--- config.mk ---
export PLATFORM = sky130hd
export DESIGN_NAME = seq_top
export DESIGN_NICKNAME = d
export VERILOG_FILES = /design/src/hdl/seq_ctrl_pkg.sv /design/src/hdl/seq_cfg_pkg.sv /design/src/hdl/slot_if.sv /design/src/hdl/seq_top.sv /design/src/hdl/seq_ctrl_fsm.sv /design/src/hdl/seq_slot_access.sv /design/src/hdl/seq_slot_table.sv
export SDC_FILE = /design/constraint.sdc
export NUM_CORES = 1
export LEC_CHECK = 0
export BUFFER_PORTS_ARGS = -buffer_cell sky130_fd_sc_hd__buf_2
export CORE_MARGIN = 2
export CORE_UTILIZATION = 45
export CTS_CLUSTER_SIZE = 10
export DETAILED_ROUTE_END_ITERATION = 16
export PLACE_DENSITY = 0.69
export SYNTH_ARGS = -nofsm -noshare
export SYNTH_HDL_FRONTEND = slang
export SYNTH_SLANG_ARGS = --single-unit
--- constraint.sdc ---
create_clock -name clk -period 3.72 [get_ports clk]
set_clock_uncertainty 0.1 [all_clocks]
set_input_delay 0.744 -clock clk [delete_from_list [all_inputs] [get_ports clk]]
set_output_delay 0.744 -clock clk [all_outputs]
set_load 0.005 [all_outputs]
--- src/hdl/seq_ctrl_pkg.sv ---
package seq_ctrl_pkg;

    localparam int state_w    = 4;  // same width as the host status word
    localparam int ctrl_cmd_w = 4;

    // encodings are what the host reads back on state_out
    typedef enum logic [state_w-1:0] {
        st_shutdown = 4'd0,   // idle, host owns the slot table
        st_reprog   = 4'd1,   // waiting for reprogram accept
        st_init     = 4'd2,   // stepping through dma setup tasks
        st_trigger  = 4'd3,   // one cycle, exec start
        st_wait_fin = 4'd4    // waiting for exec done
    } seq_state_t;

    typedef logic [ctrl_cmd_w-1:0] ctrl_cmd_t;

    localparam ctrl_cmd_t cmd_clear    = 4'd0;  // shutdown + clear counter and tasks
    localparam ctrl_cmd_t cmd_shutdown = 4'd1;  // shutdown, counter kept
    localparam ctrl_cmd_t cmd_start    = 4'd2;  // only taken in shutdown

endpackage

--- src/hdl/seq_cfg_pkg.sv ---
package seq_cfg_pkg;

    //////////////////////////////////////////////////
    // slot table geometry
    //////////////////////////////////////////////////

    localparam int slot_index_w = 2;                  // 2 ^ 2 = 4 slots
    localparam int slot_n       = 1 << slot_index_w;  // number of slots in the table

    localparam int addr_w    = 32;  // src and dst address
    localparam int size_w    = 26;  // transfer size in bytes
    localparam int status_w  = 2;
    localparam int profile_w = 32;  // reprogram counter per slot

    typedef logic [slot_index_w-1:0] slot_index_t;  // slot index, slot counter, end count
    typedef logic [addr_w-1:0]       addr_t;
    typedef logic [size_w-1:0]       size_t;
    typedef logic [status_w-1:0]     slot_status_t;
    typedef logic [profile_w-1:0]    profile_t;

    //////////////////////////////////////////////////
    // dma side
    //////////////////////////////////////////////////

    // (src addr + size) + (dst addr + size) + status + kick
    localparam int init_task_n = 6;

    typedef logic [init_task_n-1:0] init_task_t;    // one-hot, bit 0 first

endpackage
--- src/hdl/slot_if.sv ---
`timescale 1ns/1ps

// write port and read port of the slot table
// types come in from the instantiating level
interface slot_if #(
    parameter type index_t   = logic,
    parameter type addr_t    = logic,
    parameter type size_t    = logic,
    parameter type status_t  = logic,
    parameter type profile_t = logic
);

    // write side, lands at the clock edge
    index_t   wr_index;
    addr_t    wr_src_addr;
    size_t    wr_src_size;
    addr_t    wr_dst_addr;
    size_t    wr_dst_size;
    status_t  wr_status;
    profile_t wr_profile;

    logic we_src_addr;  // one enable per field
    logic we_src_size;
    logic we_dst_addr;
    logic we_dst_size;
    logic we_status;
    logic we_profile;

    // read side, combinational from rd_index
    index_t   rd_index;
    addr_t    rd_src_addr;
    size_t    rd_src_size;
    addr_t    rd_dst_addr;
    size_t    rd_dst_size;
    status_t  rd_status;
    profile_t rd_profile;

    modport access (
        output wr_index, wr_src_addr, wr_src_size, wr_dst_addr, wr_dst_size,
        output wr_status, wr_profile,
        output we_src_addr, we_src_size, we_dst_addr, we_dst_size, we_status, we_profile,
        output rd_index,
        input  rd_src_addr, rd_src_size, rd_dst_addr, rd_dst_size, rd_status, rd_profile
    );

    modport tbl (
        input  wr_index, wr_src_addr, wr_src_size, wr_dst_addr, wr_dst_size,
        input  wr_status, wr_profile,
        input  we_src_addr, we_src_size, we_dst_addr, we_dst_size, we_status, we_profile,
        input  rd_index,
        output rd_src_addr, rd_src_size, rd_dst_addr, rd_dst_size, rd_status, rd_profile
    );

endinterface

--- src/hdl/seq_top.sv ---
`timescale 1ns/1ps

module seq_top (
    input  logic                      clk,
    input  logic                      reset,
    // host slot writes
    input  seq_cfg_pkg::slot_index_t  wr_index,
    input  seq_cfg_pkg::addr_t        wr_src_addr,
    input  seq_cfg_pkg::size_t        wr_src_size,
    input  seq_cfg_pkg::addr_t        wr_dst_addr,
    input  seq_cfg_pkg::size_t        wr_dst_size,
    input  seq_cfg_pkg::slot_status_t wr_status,
    input  seq_cfg_pkg::profile_t     wr_profile,
    input  logic                      set_src_addr,
    input  logic                      set_src_size,
    input  logic                      set_dst_addr,
    input  logic                      set_dst_size,
    input  logic                      set_status,
    input  logic                      set_profile,
    output logic                      set_done_src_addr,
    output logic                      set_done_src_size,
    output logic                      set_done_dst_addr,
    output logic                      set_done_dst_size,
    output logic                      set_done_status,
    output logic                      set_done_profile,
    // host slot reads
    input  seq_cfg_pkg::slot_index_t  rd_index,
    input  logic                      rd_req,
    output logic                      rd_ready,
    output seq_cfg_pkg::addr_t        rd_src_addr,
    output seq_cfg_pkg::size_t        rd_src_size,
    output seq_cfg_pkg::addr_t        rd_dst_addr,
    output seq_cfg_pkg::size_t        rd_dst_size,
    output seq_cfg_pkg::slot_status_t rd_status,
    output seq_cfg_pkg::profile_t     rd_profile,
    // control and status
    input  seq_ctrl_pkg::ctrl_cmd_t   ctrl_cmd,
    input  logic                      ctrl_set,
    output logic [3:0]                state_out,
    output seq_cfg_pkg::slot_index_t  slot_cnt,
    input  seq_cfg_pkg::slot_index_t  end_cnt_in,
    input  logic                      end_cnt_set,
    output seq_cfg_pkg::slot_index_t  end_cnt_out,
    // dma side
    output logic                      reprog,
    input  logic                      reprog_accept,
    output seq_cfg_pkg::init_task_t   init_task,
    input  seq_cfg_pkg::init_task_t   init_done,
    output logic                      exec_start,
    input  logic                      exec_done,
    output seq_cfg_pkg::addr_t        dma_src_addr,
    output seq_cfg_pkg::size_t        dma_src_size,
    output seq_cfg_pkg::addr_t        dma_dst_addr,
    output seq_cfg_pkg::size_t        dma_dst_size,
    output seq_cfg_pkg::slot_status_t dma_status,
    output seq_cfg_pkg::profile_t     dma_profile
);

    seq_ctrl_pkg::seq_state_t state;
    logic                     reprog_accepted;  // fsm -> access, profile inc

    assign state_out = state;  // enum value is the host status code

    //////////////////////////////////////////////////
    // instances, ports matched by name
    //////////////////////////////////////////////////

    slot_if #(
        .index_t   (seq_cfg_pkg::slot_index_t),
        .addr_t    (seq_cfg_pkg::addr_t),
        .size_t    (seq_cfg_pkg::size_t),
        .status_t  (seq_cfg_pkg::slot_status_t),
        .profile_t (seq_cfg_pkg::profile_t)
    ) sif0 ();

    seq_ctrl_fsm u_fsm (.*);

    seq_slot_access u_access (
        .sif (sif0.access),
        .*
    );

    seq_slot_table u_table (
        .clk   (clk),
        .reset (reset),
        .sif   (sif0.tbl)
    );

endmodule

--- src/hdl/seq_ctrl_fsm.sv ---
`timescale 1ns/1ps

module seq_ctrl_fsm (
    input  logic                     clk,
    input  logic                     reset,           // async, active low
    input  seq_ctrl_pkg::ctrl_cmd_t  ctrl_cmd,
    input  logic                     ctrl_set,
    input  seq_cfg_pkg::slot_index_t end_cnt_in,
    input  logic                     end_cnt_set,
    input  logic                     reprog_accept,
    input  seq_cfg_pkg::init_task_t  init_done,       // one cycle per finished task
    input  logic                     exec_done,
    output seq_ctrl_pkg::seq_state_t state,
    output seq_cfg_pkg::slot_index_t slot_cnt,
    output seq_cfg_pkg::slot_index_t end_cnt_out,
    output logic                     reprog,
    output seq_cfg_pkg::init_task_t  init_task,
    output logic                     exec_start,
    output logic                     reprog_accepted  // profile inc strobe
);

    logic in_shutdown;
    assign in_shutdown = (state == seq_ctrl_pkg::st_shutdown);

    //////////////////////////////////////////////////
    // end count, host writable in shutdown only
    //////////////////////////////////////////////////

    always_ff @(posedge clk or negedge reset) begin
        if (!reset) begin
            end_cnt_out <= '0;
        end else if (end_cnt_set && in_shutdown) begin
            end_cnt_out <= end_cnt_in;
        end
    end

    // a host command in the same cycle blocks the step
    assign reprog_accepted = !ctrl_set && (state == seq_ctrl_pkg::st_reprog) && reprog_accept;

    //////////////////////////////////////////////////
    // run state machine
    //////////////////////////////////////////////////

    always_ff @(posedge clk or negedge reset) begin
        if (!reset) begin
            state     <= seq_ctrl_pkg::st_shutdown;
            slot_cnt  <= '0;
            init_task <= '0;
        end else if (ctrl_set) begin
            case (ctrl_cmd)
                seq_ctrl_pkg::cmd_clear: begin
                    state     <= seq_ctrl_pkg::st_shutdown;
                    slot_cnt  <= '0;
                    init_task <= '0;
                end
                seq_ctrl_pkg::cmd_shutdown: state <= seq_ctrl_pkg::st_shutdown;  // cnt kept
                seq_ctrl_pkg::cmd_start: begin
                    if (in_shutdown) begin
                        state    <= seq_ctrl_pkg::st_reprog;
                        slot_cnt <= '0;  // always from slot 0
                    end
                end
                default: ;  // unknown command, hold
            endcase
        end else begin
            case (state)
                seq_ctrl_pkg::st_reprog: begin
                    if (reprog_accept) begin
                        state     <= seq_ctrl_pkg::st_init;
                        init_task <= seq_cfg_pkg::init_task_t'(1);  // first setup task
                    end
                end
                seq_ctrl_pkg::st_init: begin
                    if (init_done[seq_cfg_pkg::init_task_n-1]) begin
                        state     <= seq_ctrl_pkg::st_trigger;  // last task done
                        init_task <= '0;
                    end else if (init_done != '0) begin
                        init_task <= init_task << 1;  // next task
                    end
                end
                seq_ctrl_pkg::st_trigger: state <= seq_ctrl_pkg::st_wait_fin;  // single cycle
                seq_ctrl_pkg::st_wait_fin: begin
                    if (exec_done) begin
                        if (slot_cnt < end_cnt_out) begin
                            slot_cnt <= slot_cnt + 1'b1;
                            state    <= seq_ctrl_pkg::st_reprog;
                        end else begin
                            // last slot, back to idle
                            slot_cnt <= '0;
                            state    <= seq_ctrl_pkg::st_shutdown;
                        end
                    end
                end
                default: ;  // shutdown waits for a start
            endcase
        end
    end

    assign reprog     = (state == seq_ctrl_pkg::st_reprog);   // level until accepted
    assign exec_start = (state == seq_ctrl_pkg::st_trigger);  // one cycle pulse

endmodule

--- src/hdl/seq_slot_access.sv ---
`timescale 1ns/1ps

module seq_slot_access (
    input  seq_ctrl_pkg::seq_state_t  state,
    input  seq_cfg_pkg::slot_index_t  slot_cnt,
    input  logic                      reprog_accepted,  // one cycle, from the fsm
    // host write
    input  seq_cfg_pkg::slot_index_t  wr_index,
    input  seq_cfg_pkg::addr_t        wr_src_addr,
    input  seq_cfg_pkg::size_t        wr_src_size,
    input  seq_cfg_pkg::addr_t        wr_dst_addr,
    input  seq_cfg_pkg::size_t        wr_dst_size,
    input  seq_cfg_pkg::slot_status_t wr_status,
    input  seq_cfg_pkg::profile_t     wr_profile,
    input  logic                      set_src_addr,
    input  logic                      set_src_size,
    input  logic                      set_dst_addr,
    input  logic                      set_dst_size,
    input  logic                      set_status,
    input  logic                      set_profile,
    output logic                      set_done_src_addr,
    output logic                      set_done_src_size,
    output logic                      set_done_dst_addr,
    output logic                      set_done_dst_size,
    output logic                      set_done_status,
    output logic                      set_done_profile,
    // host read
    input  seq_cfg_pkg::slot_index_t  rd_index,
    input  logic                      rd_req,
    output logic                      rd_ready,
    output seq_cfg_pkg::addr_t        rd_src_addr,
    output seq_cfg_pkg::size_t        rd_src_size,
    output seq_cfg_pkg::addr_t        rd_dst_addr,
    output seq_cfg_pkg::size_t        rd_dst_size,
    output seq_cfg_pkg::slot_status_t rd_status,
    output seq_cfg_pkg::profile_t     rd_profile,
    // current slot toward the dma
    output seq_cfg_pkg::addr_t        dma_src_addr,
    output seq_cfg_pkg::size_t        dma_src_size,
    output seq_cfg_pkg::addr_t        dma_dst_addr,
    output seq_cfg_pkg::size_t        dma_dst_size,
    output seq_cfg_pkg::slot_status_t dma_status,
    output seq_cfg_pkg::profile_t     dma_profile,
    slot_if.access                    sif
);

    logic host_own;  // host owns the table only while shut down
    assign host_own = (state == seq_ctrl_pkg::st_shutdown);

    //////////////////////////////////////////////////
    // write path
    //////////////////////////////////////////////////

    assign set_done_src_addr = set_src_addr & host_own;  // same cycle ack
    assign set_done_src_size = set_src_size & host_own;
    assign set_done_dst_addr = set_dst_addr & host_own;
    assign set_done_dst_size = set_dst_size & host_own;
    assign set_done_status   = set_status   & host_own;
    assign set_done_profile  = set_profile  & host_own;

    assign sif.wr_index    = host_own ? wr_index : slot_cnt;
    assign sif.wr_src_addr = wr_src_addr;
    assign sif.wr_src_size = wr_src_size;
    assign sif.wr_dst_addr = wr_dst_addr;
    assign sif.wr_dst_size = wr_dst_size;
    assign sif.wr_status   = wr_status;
    // profile is shared between host and auto inc, never both in one cycle
    assign sif.wr_profile  = reprog_accepted ?
                             seq_cfg_pkg::profile_t'(sif.rd_profile + 1'b1) : wr_profile;

    assign sif.we_src_addr = set_done_src_addr;
    assign sif.we_src_size = set_done_src_size;
    assign sif.we_dst_addr = set_done_dst_addr;
    assign sif.we_dst_size = set_done_dst_size;
    assign sif.we_status   = set_done_status;
    assign sif.we_profile  = set_done_profile | reprog_accepted;

    //////////////////////////////////////////////////
    // read path, fanned out to host and dma
    //////////////////////////////////////////////////

    assign sif.rd_index = host_own ? rd_index : slot_cnt;  // run follows the counter
    assign rd_ready     = rd_req & host_own;

    assign rd_src_addr = sif.rd_src_addr;
    assign rd_src_size = sif.rd_src_size;
    assign rd_dst_addr = sif.rd_dst_addr;
    assign rd_dst_size = sif.rd_dst_size;
    assign rd_status   = sif.rd_status;
    assign rd_profile  = sif.rd_profile;

    assign dma_src_addr = sif.rd_src_addr;
    assign dma_src_size = sif.rd_src_size;
    assign dma_dst_addr = sif.rd_dst_addr;
    assign dma_dst_size = sif.rd_dst_size;
    assign dma_status   = sif.rd_status;
    assign dma_profile  = sif.rd_profile;

endmodule

--- src/hdl/seq_slot_table.sv ---
`timescale 1ns/1ps

module seq_slot_table (
    input logic   clk,
    input logic   reset,  // async, active low
    slot_if.tbl   sif
);

    //////////////////////////////////////////////////
    // slot storage, one array per field
    //////////////////////////////////////////////////

    seq_cfg_pkg::addr_t        src_addr_q [seq_cfg_pkg::slot_n];
    seq_cfg_pkg::size_t        src_size_q [seq_cfg_pkg::slot_n];
    seq_cfg_pkg::addr_t        dst_addr_q [seq_cfg_pkg::slot_n];
    seq_cfg_pkg::size_t        dst_size_q [seq_cfg_pkg::slot_n];
    seq_cfg_pkg::slot_status_t status_q   [seq_cfg_pkg::slot_n];
    seq_cfg_pkg::profile_t     profile_q  [seq_cfg_pkg::slot_n];

    always_ff @(posedge clk or negedge reset) begin
        if (!reset) begin
            // every slot starts empty
            for (int i = 0; i < seq_cfg_pkg::slot_n; i++) begin
                src_addr_q[i] <= '0;
                src_size_q[i] <= '0;
                dst_addr_q[i] <= '0;
                dst_size_q[i] <= '0;
                status_q[i]   <= '0;
                profile_q[i]  <= '0;
            end
        end else begin
            // fields are independent, any mix can land in one edge
            if (sif.we_src_addr) src_addr_q[sif.wr_index] <= sif.wr_src_addr;
            if (sif.we_src_size) src_size_q[sif.wr_index] <= sif.wr_src_size;
            if (sif.we_dst_addr) dst_addr_q[sif.wr_index] <= sif.wr_dst_addr;
            if (sif.we_dst_size) dst_size_q[sif.wr_index] <= sif.wr_dst_size;
            if (sif.we_status)   status_q[sif.wr_index]   <= sif.wr_status;
            if (sif.we_profile)  profile_q[sif.wr_index]  <= sif.wr_profile;  // host or auto inc
        end
    end

    //////////////////////////////////////////////////
    // read port, zero cycle
    //////////////////////////////////////////////////

    assign sif.rd_src_addr = src_addr_q[sif.rd_index];
    assign sif.rd_src_size = src_size_q[sif.rd_index];
    assign sif.rd_dst_addr = dst_addr_q[sif.rd_index];
    assign sif.rd_dst_size = dst_size_q[sif.rd_index];
    assign sif.rd_status   = status_q[sif.rd_index];
    assign sif.rd_profile  = profile_q[sif.rd_index];  // also feeds the +1 path

endmodule

==> results of run 1 <==
[logic make-up (layout without fill, tap and decap cells)]
family                   Yosys count  after routing  share of synthesized area, %
multiplexers                     569            569                         22.56
other                              1             12                       0.01228
flip-flops                       613            613                         50.24
AND/OR/NAND/NOR                  714            715                         10.60
adder cells (fa/ha/maj)            2              2                       0.08194
XOR/XNOR                          15             15                        0.4303
AO/OA/AOI/OAI                    441            441                         9.503
buffers and inverters            360            880                         6.581
[cell usage after synthesis, types with 37 or more instances]
cell type,n
buf_4,159
mux4_2,37
and3_1,128
nand2_1,440
a31oi_1,144
dfrtp_1,613
a211oi_1,124
a21oi_1,39
o21ai_0,70
nor2_1,62
clkbuf_1,138
mux2_2,505
[power by group through the flow]
stage | Combinational, W | Clock (W) | Sequential [W]
2_1_floorplan | 0.0110 | 0 | 0.0111
3_3_place_gp | 0.0152 | 0 | 0.0115
3_5_place_dp | 0.0156 | 0 | 0.0118
4_1_cts | 0.0173 | 0.00662 | 0.0117
5_1_grt | 0.0211 | 0.00692 | 0.0122
6_report | 0.0198 | 0.00648 | 0.0119
[sequential cells by signal, summed over array words and instances, names as in the netlist]
signal,count
u_fsm.state,3
u_fsm.end_cnt_out,2
u_fsm.slot_cnt,2
u_table.src_addr_q,128
u_fsm.init_task,6
u_table.status_q,8
u_table.src_size_q,104
u_table.dst_size_q,104
u_table.profile_q,128
u_table.dst_addr_q,128
[worst reg2reg max path, stage by stage (launching register included)]
cell and delay [ps]:
dfrtp_1 400, buf_6 140, or3_1 410, buf_12 200, mux2_2 360, and4_1 250, nand3_1 170, buf_4 220
nor4b_1 500, buf_4 230, nand3_1 90, a31oi_1 210, buf_4 170, a21oi_1 70
[how the worst min path moves through the flow]
stage                                       from                                 to  slack (ps)  cells after the start
2_1_floorplan  u_table.profile_q[60]$_DFFE_PN0P_  u_table.profile_q[60]$_DFFE_PN0P_         340                      2
3_3_place_gp   u_table.profile_q[61]$_DFFE_PN0P_  u_table.profile_q[61]$_DFFE_PN0P_         360                      2
3_5_place_dp   u_table.profile_q[63]$_DFFE_PN0P_  u_table.profile_q[63]$_DFFE_PN0P_         370                      2
4_1_cts                            end_cnt_in[0]   u_fsm.end_cnt_out[0]$_DFFE_PN0P_         250                      2
5_1_grt                            end_cnt_in[0]   u_fsm.end_cnt_out[0]$_DFFE_PN0P_         270                      2
6_report                           end_cnt_in[0]   u_fsm.end_cnt_out[0]$_DFFE_PN0P_         290                      2
[routing by layer]
metal / GRT usage, % / part of all wire, % / vias up
met2: 44.10 / 49 / 1002
met3: 4.821 / 6.2 / 249
li1: - / - / 10620
met5: 0 / 0.094 / -
met4: 12.33 / 4.4 / 16
met1: 32.48 / 40 / 12300
[per-stage QoR]
| stage | cell area (um^2) | utilization [%] | std cells | hold slack (ps) | total power (W) |
|---|---|---|---|---|---|
| floorplan | 30550 | - | 2715 | 340.3 | 0.02216 |
| global placement | 33690 | 50.16 | 3892 | 356.9 | 0.02664 |
| detailed placement | 33690 | 50.16 | 3892 | 370.5 | 0.02738 |
| CTS | 36950 | 55.02 | 4042 | 248.4 | 0.03555 |
| global route | 39030 | 58.11 | 4118 | 265.0 | 0.04025 |
| finish | 39030 | 58.12 | 4120 | 292.5 | 0.03813 |
[area by class of cell]
class | count | area, um^2
Antenna cell | 11 | 27.53
Clock buffer | 90 | 1963
Clock inverter | 8 | 110.1
Fill cell | 5349 | 28130
Inverter | 13 | 51.30
Multi-Input combinational cell | 1743 | 14390
Sequential cell | 613 | 15350
Tap cell | 873 | 1092
Timing Repair Buffer | 769 | 6055
[repair_timing]
| item | CTS | global route |
|---|---|---|
| hold endpoints to repair | 32 | 0 |
| resized for setup | 79 | 227 |
| hold buffers | 1 | 0 |
| pin swaps | 5 | 43 |
| setup endpoints to repair | 258 | 245 |
| setup buffers | 37 | 51 |
| gates cloned | 14 | 24 |
==> flow_summary.toml, run 1 <==
[sta]
finalMaxSlewViolations = 0
period_minus_slack_ps = 3774
post-route-period-util_pct = 101.4
setup-tns-final_ps = -155.2
hold_viol = 0
worst_slew_pin_slew_ps = 1103
setup_ws_ps = -53.68
grt_setup_unrepaired = "yes"
fmax_ghz = 0.2650
setup_viol = 10
max_slew_margin_pct = 25.99

[run_status]
status = "complete, but fails checks"
violations = "setup timing"

[logic_synthesis]
synth_nets = 2896
ys_warn_count = 0
synth_ff_type = "dfrtp_1"
syn_inst = 2715
netlist-cell-type-count = 65
synth_top_cell_area_share_pct = 50.24
yosysTopAreaCell = "dfrtp_1"
syn_area_um2 = 30530
synth-seq-cells = 613
synth_edf_count = 0
ys_seq_area_share_pct = 50.24
synthArstFlopShare_pct = 100.0
synthTopCellsByArea = "dfrtp_1 (50%), mux2_2 (19%), nand2_1 (5.4%), buf_4 (3.9%), a211oi_1 (3.0%)"
syn_area_per_cell_um2 = 11.25

[setup_path]
arrival_ps = 2930
critPathMaxFanout = 11
cp_slowest_stage_delay_ps = 600
worst-path-buf-inv = 6
critPathLaunchType = "flip-flop"
endpoint = "dma_dst_addr[1]"
reg2reg_depth = 13
rr_startpoint = "u_fsm.state[2]$_DFFE_PN0P_"
worstSetupPathType = "flip-flop to output port"
crit_cells = 10
cp_common_cell = "buf_6"
r2r_end = "u_table.profile_q[23]$_DFFE_PN0P_"
path_cells = "buf_6, or4b_4, nand2_8, buf_12, buf_16, buf_6, buf_4, nand2_2, a31oi_4, buf_2"
required_ps = 2880
reg2reg_slack_ps = 60
cp-end-kind = "output port"
crit_start = "u_fsm.state[2]$_DFFE_PN0P_"
cpLargestDelayFamily = "buffers and inverters"
critPathSlowestCell = "or4b_4"

[clocking]
h-tree-depth = 3
clkLatencyLatePin_ps = 610
cts_sinks = 613
clk_pin_slew_worst_paths_ps = 60
cts_root_buffer = "clkbuf_16"
clockBufferDepth = 3
cts_tree = "yes"
numCtsBuffers = 73

[route]
first_pass_iters = 5
wirelength_mm = 97.65
num_vias = 24180
wire_per_inst_um = 23.70
drt_iter0_drc = 1623
drc = 0
antenna_left = 0
via_per_inst = 5.870

[power_and_ir_drop]
pwr_density_cell_nw_per_um2 = 977.0
p_comb_share_pct = 51.8
sw_frac_of_total_pct = 37.28
vdd_drop_max_mv = 0.4681
seqPwrFrac_pct = 31.2
netSwitchingPower_w = 0.01422
p_leak_nw = 18.17
p_int_w = 0.02392
pwr-share-clk_pct = 17.0

[hold_path]
hold_path_class = "input pin to flip-flop"

[global_route]
antenna_found_initial = 18
grt_max_degree = 145
grt_usage_pct = 26.10
grt_pass1_vias = 24980
gr-total-overflow = 0
grt_pass1_wl_mm = 143.2

[cells_and_area]
syn_to_final_growth_pct = 27.83
final_nets = 3394
final_common_cell = "dfrtp_1"
final_cell_mix = "dfrtp_1 (611), mux2_2 (504), buf_2 (484), nand2_1 (414), buf_4 (163)"
drive_gt1_share_pct = 48.83

[floorplan]
rows = 95
die_w_um = 264.5
ios = 502
fp.dieArea_um2 = 69950
core_um2 = 67160
die_h_um = 264.5
initial_core_util_pct = 45.47

[placed_design]
place_hpwl_mm = 58.25
place_congestion = 0.9037
place_ws_ps = -49.87
port-buffer-count = 500

[flow_run]
cap_violations = 0
Power figures use the tool's default switching activity.
==> run 2: changes to the inputs <==
- ABC_AREA: unset -> 0
- CORE_UTILIZATION: 45 -> 52
- PLACE_DENSITY: 0.69 -> 0.81
==> run 2 against run 1 <==
  * The flow still finishes with violations (setup timing)
  * Critical endpoint is now rd_dst_addr[24]
  * Sequential power hardly changed
  * Global-route usage is 2.4 points higher
  * Non-clock buffer count is 52 lower
  * Critical path type unchanged
  * Highest routed layer unchanged
  * Clock power is 5.1% lower
  * Critical path depth is 2 lower
  * Via count is 0.69% lower
  * Power is 5.7% lower
  * Combinational power is 9% lower
  * Final area is 4.2% lower
  * Sequential share of layout area is 1.7 points higher
==> flow_summary.toml, run 2 (synthesis results as in run 1) <==
[run_status]
status = "complete, but fails checks"
violations = "setup timing"

[route]
num_vias = 24020
wirelength_mm = 90.49
wire_per_inst_um = 22.91
first_pass_iters = 7
via_per_inst = 6.080
antenna_left = 0
drt_iter0_drc = 1862
drc = 0

[setup_path]
cp_common_cell = "buf_6"
r2r_end = "u_table.profile_q[94]$_DFFE_PN0P_"
cp_slowest_stage_delay_ps = 620
cpLargestDelayFamily = "simple AND/OR/NAND/NOR gates"
rr_startpoint = "u_fsm.state[0]$_DFFE_PN0P_"
worstSetupPathType = "flip-flop to output port"
arrival_ps = 2920
critPathLaunchType = "flip-flop"
required_ps = 2880
cp-end-kind = "output port"
critPathMaxFanout = 48
worst-path-buf-inv = 4
reg2reg_slack_ps = 150
path_cells = "buf_6, or4b_4, buf_6, buf_12, and3_1, a211oi_2, a31oi_2, buf_2"
critPathSlowestCell = "or4b_4"
reg2reg_depth = 10

[sta]
fmax_ghz = 0.2654
post-route-period-util_pct = 101.3
grt_setup_unrepaired = "yes"
worst_slew_pin_slew_ps = 1237
setup_ws_ps = -47.22
setup_viol = 31
period_minus_slack_ps = 3767
max_slew_margin_pct = 16.97
holdWs_ps = 19.10
hold_viol = 0
finalMaxSlewViolations = 0

[placed_design]
place_congestion = 0.8949
port-buffer-count = 500
place_hpwl_mm = 54.06

[clocking]
clockBufferDepth = 3
cts_tree = "yes"
hold_buffers = 0
clkLatencyLatePin_ps = 610
numCtsBuffers = 72
cts_root_buffer = "clkbuf_16"
cts_sinks = 613
clk_pin_slew_worst_paths_ps = 60
h-tree-depth = 3

[hold_path]
hold_path_class = "input pin to async pin"

[cells_and_area]
top_regs = "u_table.dst_addr_q (128), u_table.profile_q (128), u_table.src_addr_q (128)"
drive_gt1_share_pct = 46.38
syn_to_final_growth_pct = 22.45
fin_util_pct = 64.56
final_common_cell = "dfrtp_1"
final_nets = 3340
final_cell_mix = "dfrtp_1 (611), mux2_2 (505), buf_2 (497), nand2_1 (434), buf_4 (147)"

[global_route]
antenna_found_initial = 9
grt_pass1_vias = 23870
grt_usage_pct = 28.48
grt_pass1_wl_mm = 134.0
gr-total-overflow = 0
grt_max_degree = 99

[flow_run]
cap_violations = 0

[floorplan]
die_w_um = 246.3
core_um2 = 57920
fp.dieArea_um2 = 60670
ios = 502
initial_core_util_pct = 52.72
die_h_um = 246.3
rows = 88

[power_and_ir_drop]
vdd_drop_max_mv = 0.6128
p_leak_nw = 17.55
pwr_density_cell_nw_per_um2 = 962.0
[run 2: worst reg2reg max path, cell delays in order, from the launching register on]
cell and delay, ps:
dfrtp_1 400, buf_6 140, or4b_4 620, and2_4 220, buf_12 130, a211oi_2 210
o211ai_1 200, nor4b_4 660, a31oi_1 210, nor3_1 380, o31ai_1 140
[run 2: what timing repair did]
item,in CTS,in global routing
gates resized for setup,68,87
setup endpoints to repair,246,231
cloned,12,10
hold endpoints to repair,0,0
pin swaps,1,6
buffers inserted,21,31
[run 2: routing by layer]
metal / vias up / routed length (um) / global-route usage, %
met5: - / 34 / 0
met4: 6 / 3846 / 13.06
met3: 232 / 6580 / 5.240
met2: 1078 / 44130 / 47.17
met1: 12190 / 35900 / 36.41
li1: 10510 / - / -
[run 2: area by class of cell]
| cell class | count | area (um^2) |
|---|---|---|
| timing repair buffer | 717 | 5175 |
| inverter | 13 | 48.80 |
| fill | 4265 | 20530 |
| clock buffer | 81 | 1846 |
| antenna | 11 | 27.53 |
| clock inverter | 8 | 98.84 |
| multi-input combinational | 1742 | 13890 |
| tap | 765 | 957.2 |
| sequential | 613 | 15350 |
[run 2: power breakdown]
group	total, W	internal, W	switching [W]
clock network	0.00615	0.00350	0.00266
logic	0.0180	0.00915	0.00885
registers	0.0118	0.00993	0.00189
total	0.0360	0.0226	0.0134
[run 2: worst max-delay path by stage]
stage | startpoint | to | cells past startpoint
CTS | u_fsm.state[2]$_DFFE_PN0P_ | rd_profile[20] | 7
global placement | rd_index[0] | u_table.profile_q[94]$_DFFE_PN0P_ | 9
global route | u_fsm.state[0]$_DFFE_PN0P_ | rd_dst_addr[9] | 9
finish | u_fsm.state[0]$_DFFE_PN0P_ | rd_dst_addr[24] | 8
detailed placement | rd_index[0] | u_table.profile_q[94]$_DFFE_PN0P_ | 9
floorplan | rd_index[1] | rd_src_addr[0] | 10
[run 2: per-stage QoR]
step | TNS (ps) | area [um^2] | cells | total power, W | worst slack (ps)
detailed placement | -4982 | 33580 | 3778 | 0.02715 | -337.6
global route | -5071 | 37370 | 3941 | 0.03802 | -76.90
floorplan | 0 | 30550 | 2715 | 0.02216 | 5.228
global placement | -2552 | 33580 | 3778 | 0.02657 | -246.8
finish | -784.7 | 37390 | 3950 | 0.03597 | -47.22
CTS | -157.1 | 36430 | 3900 | 0.03463 | -23.57
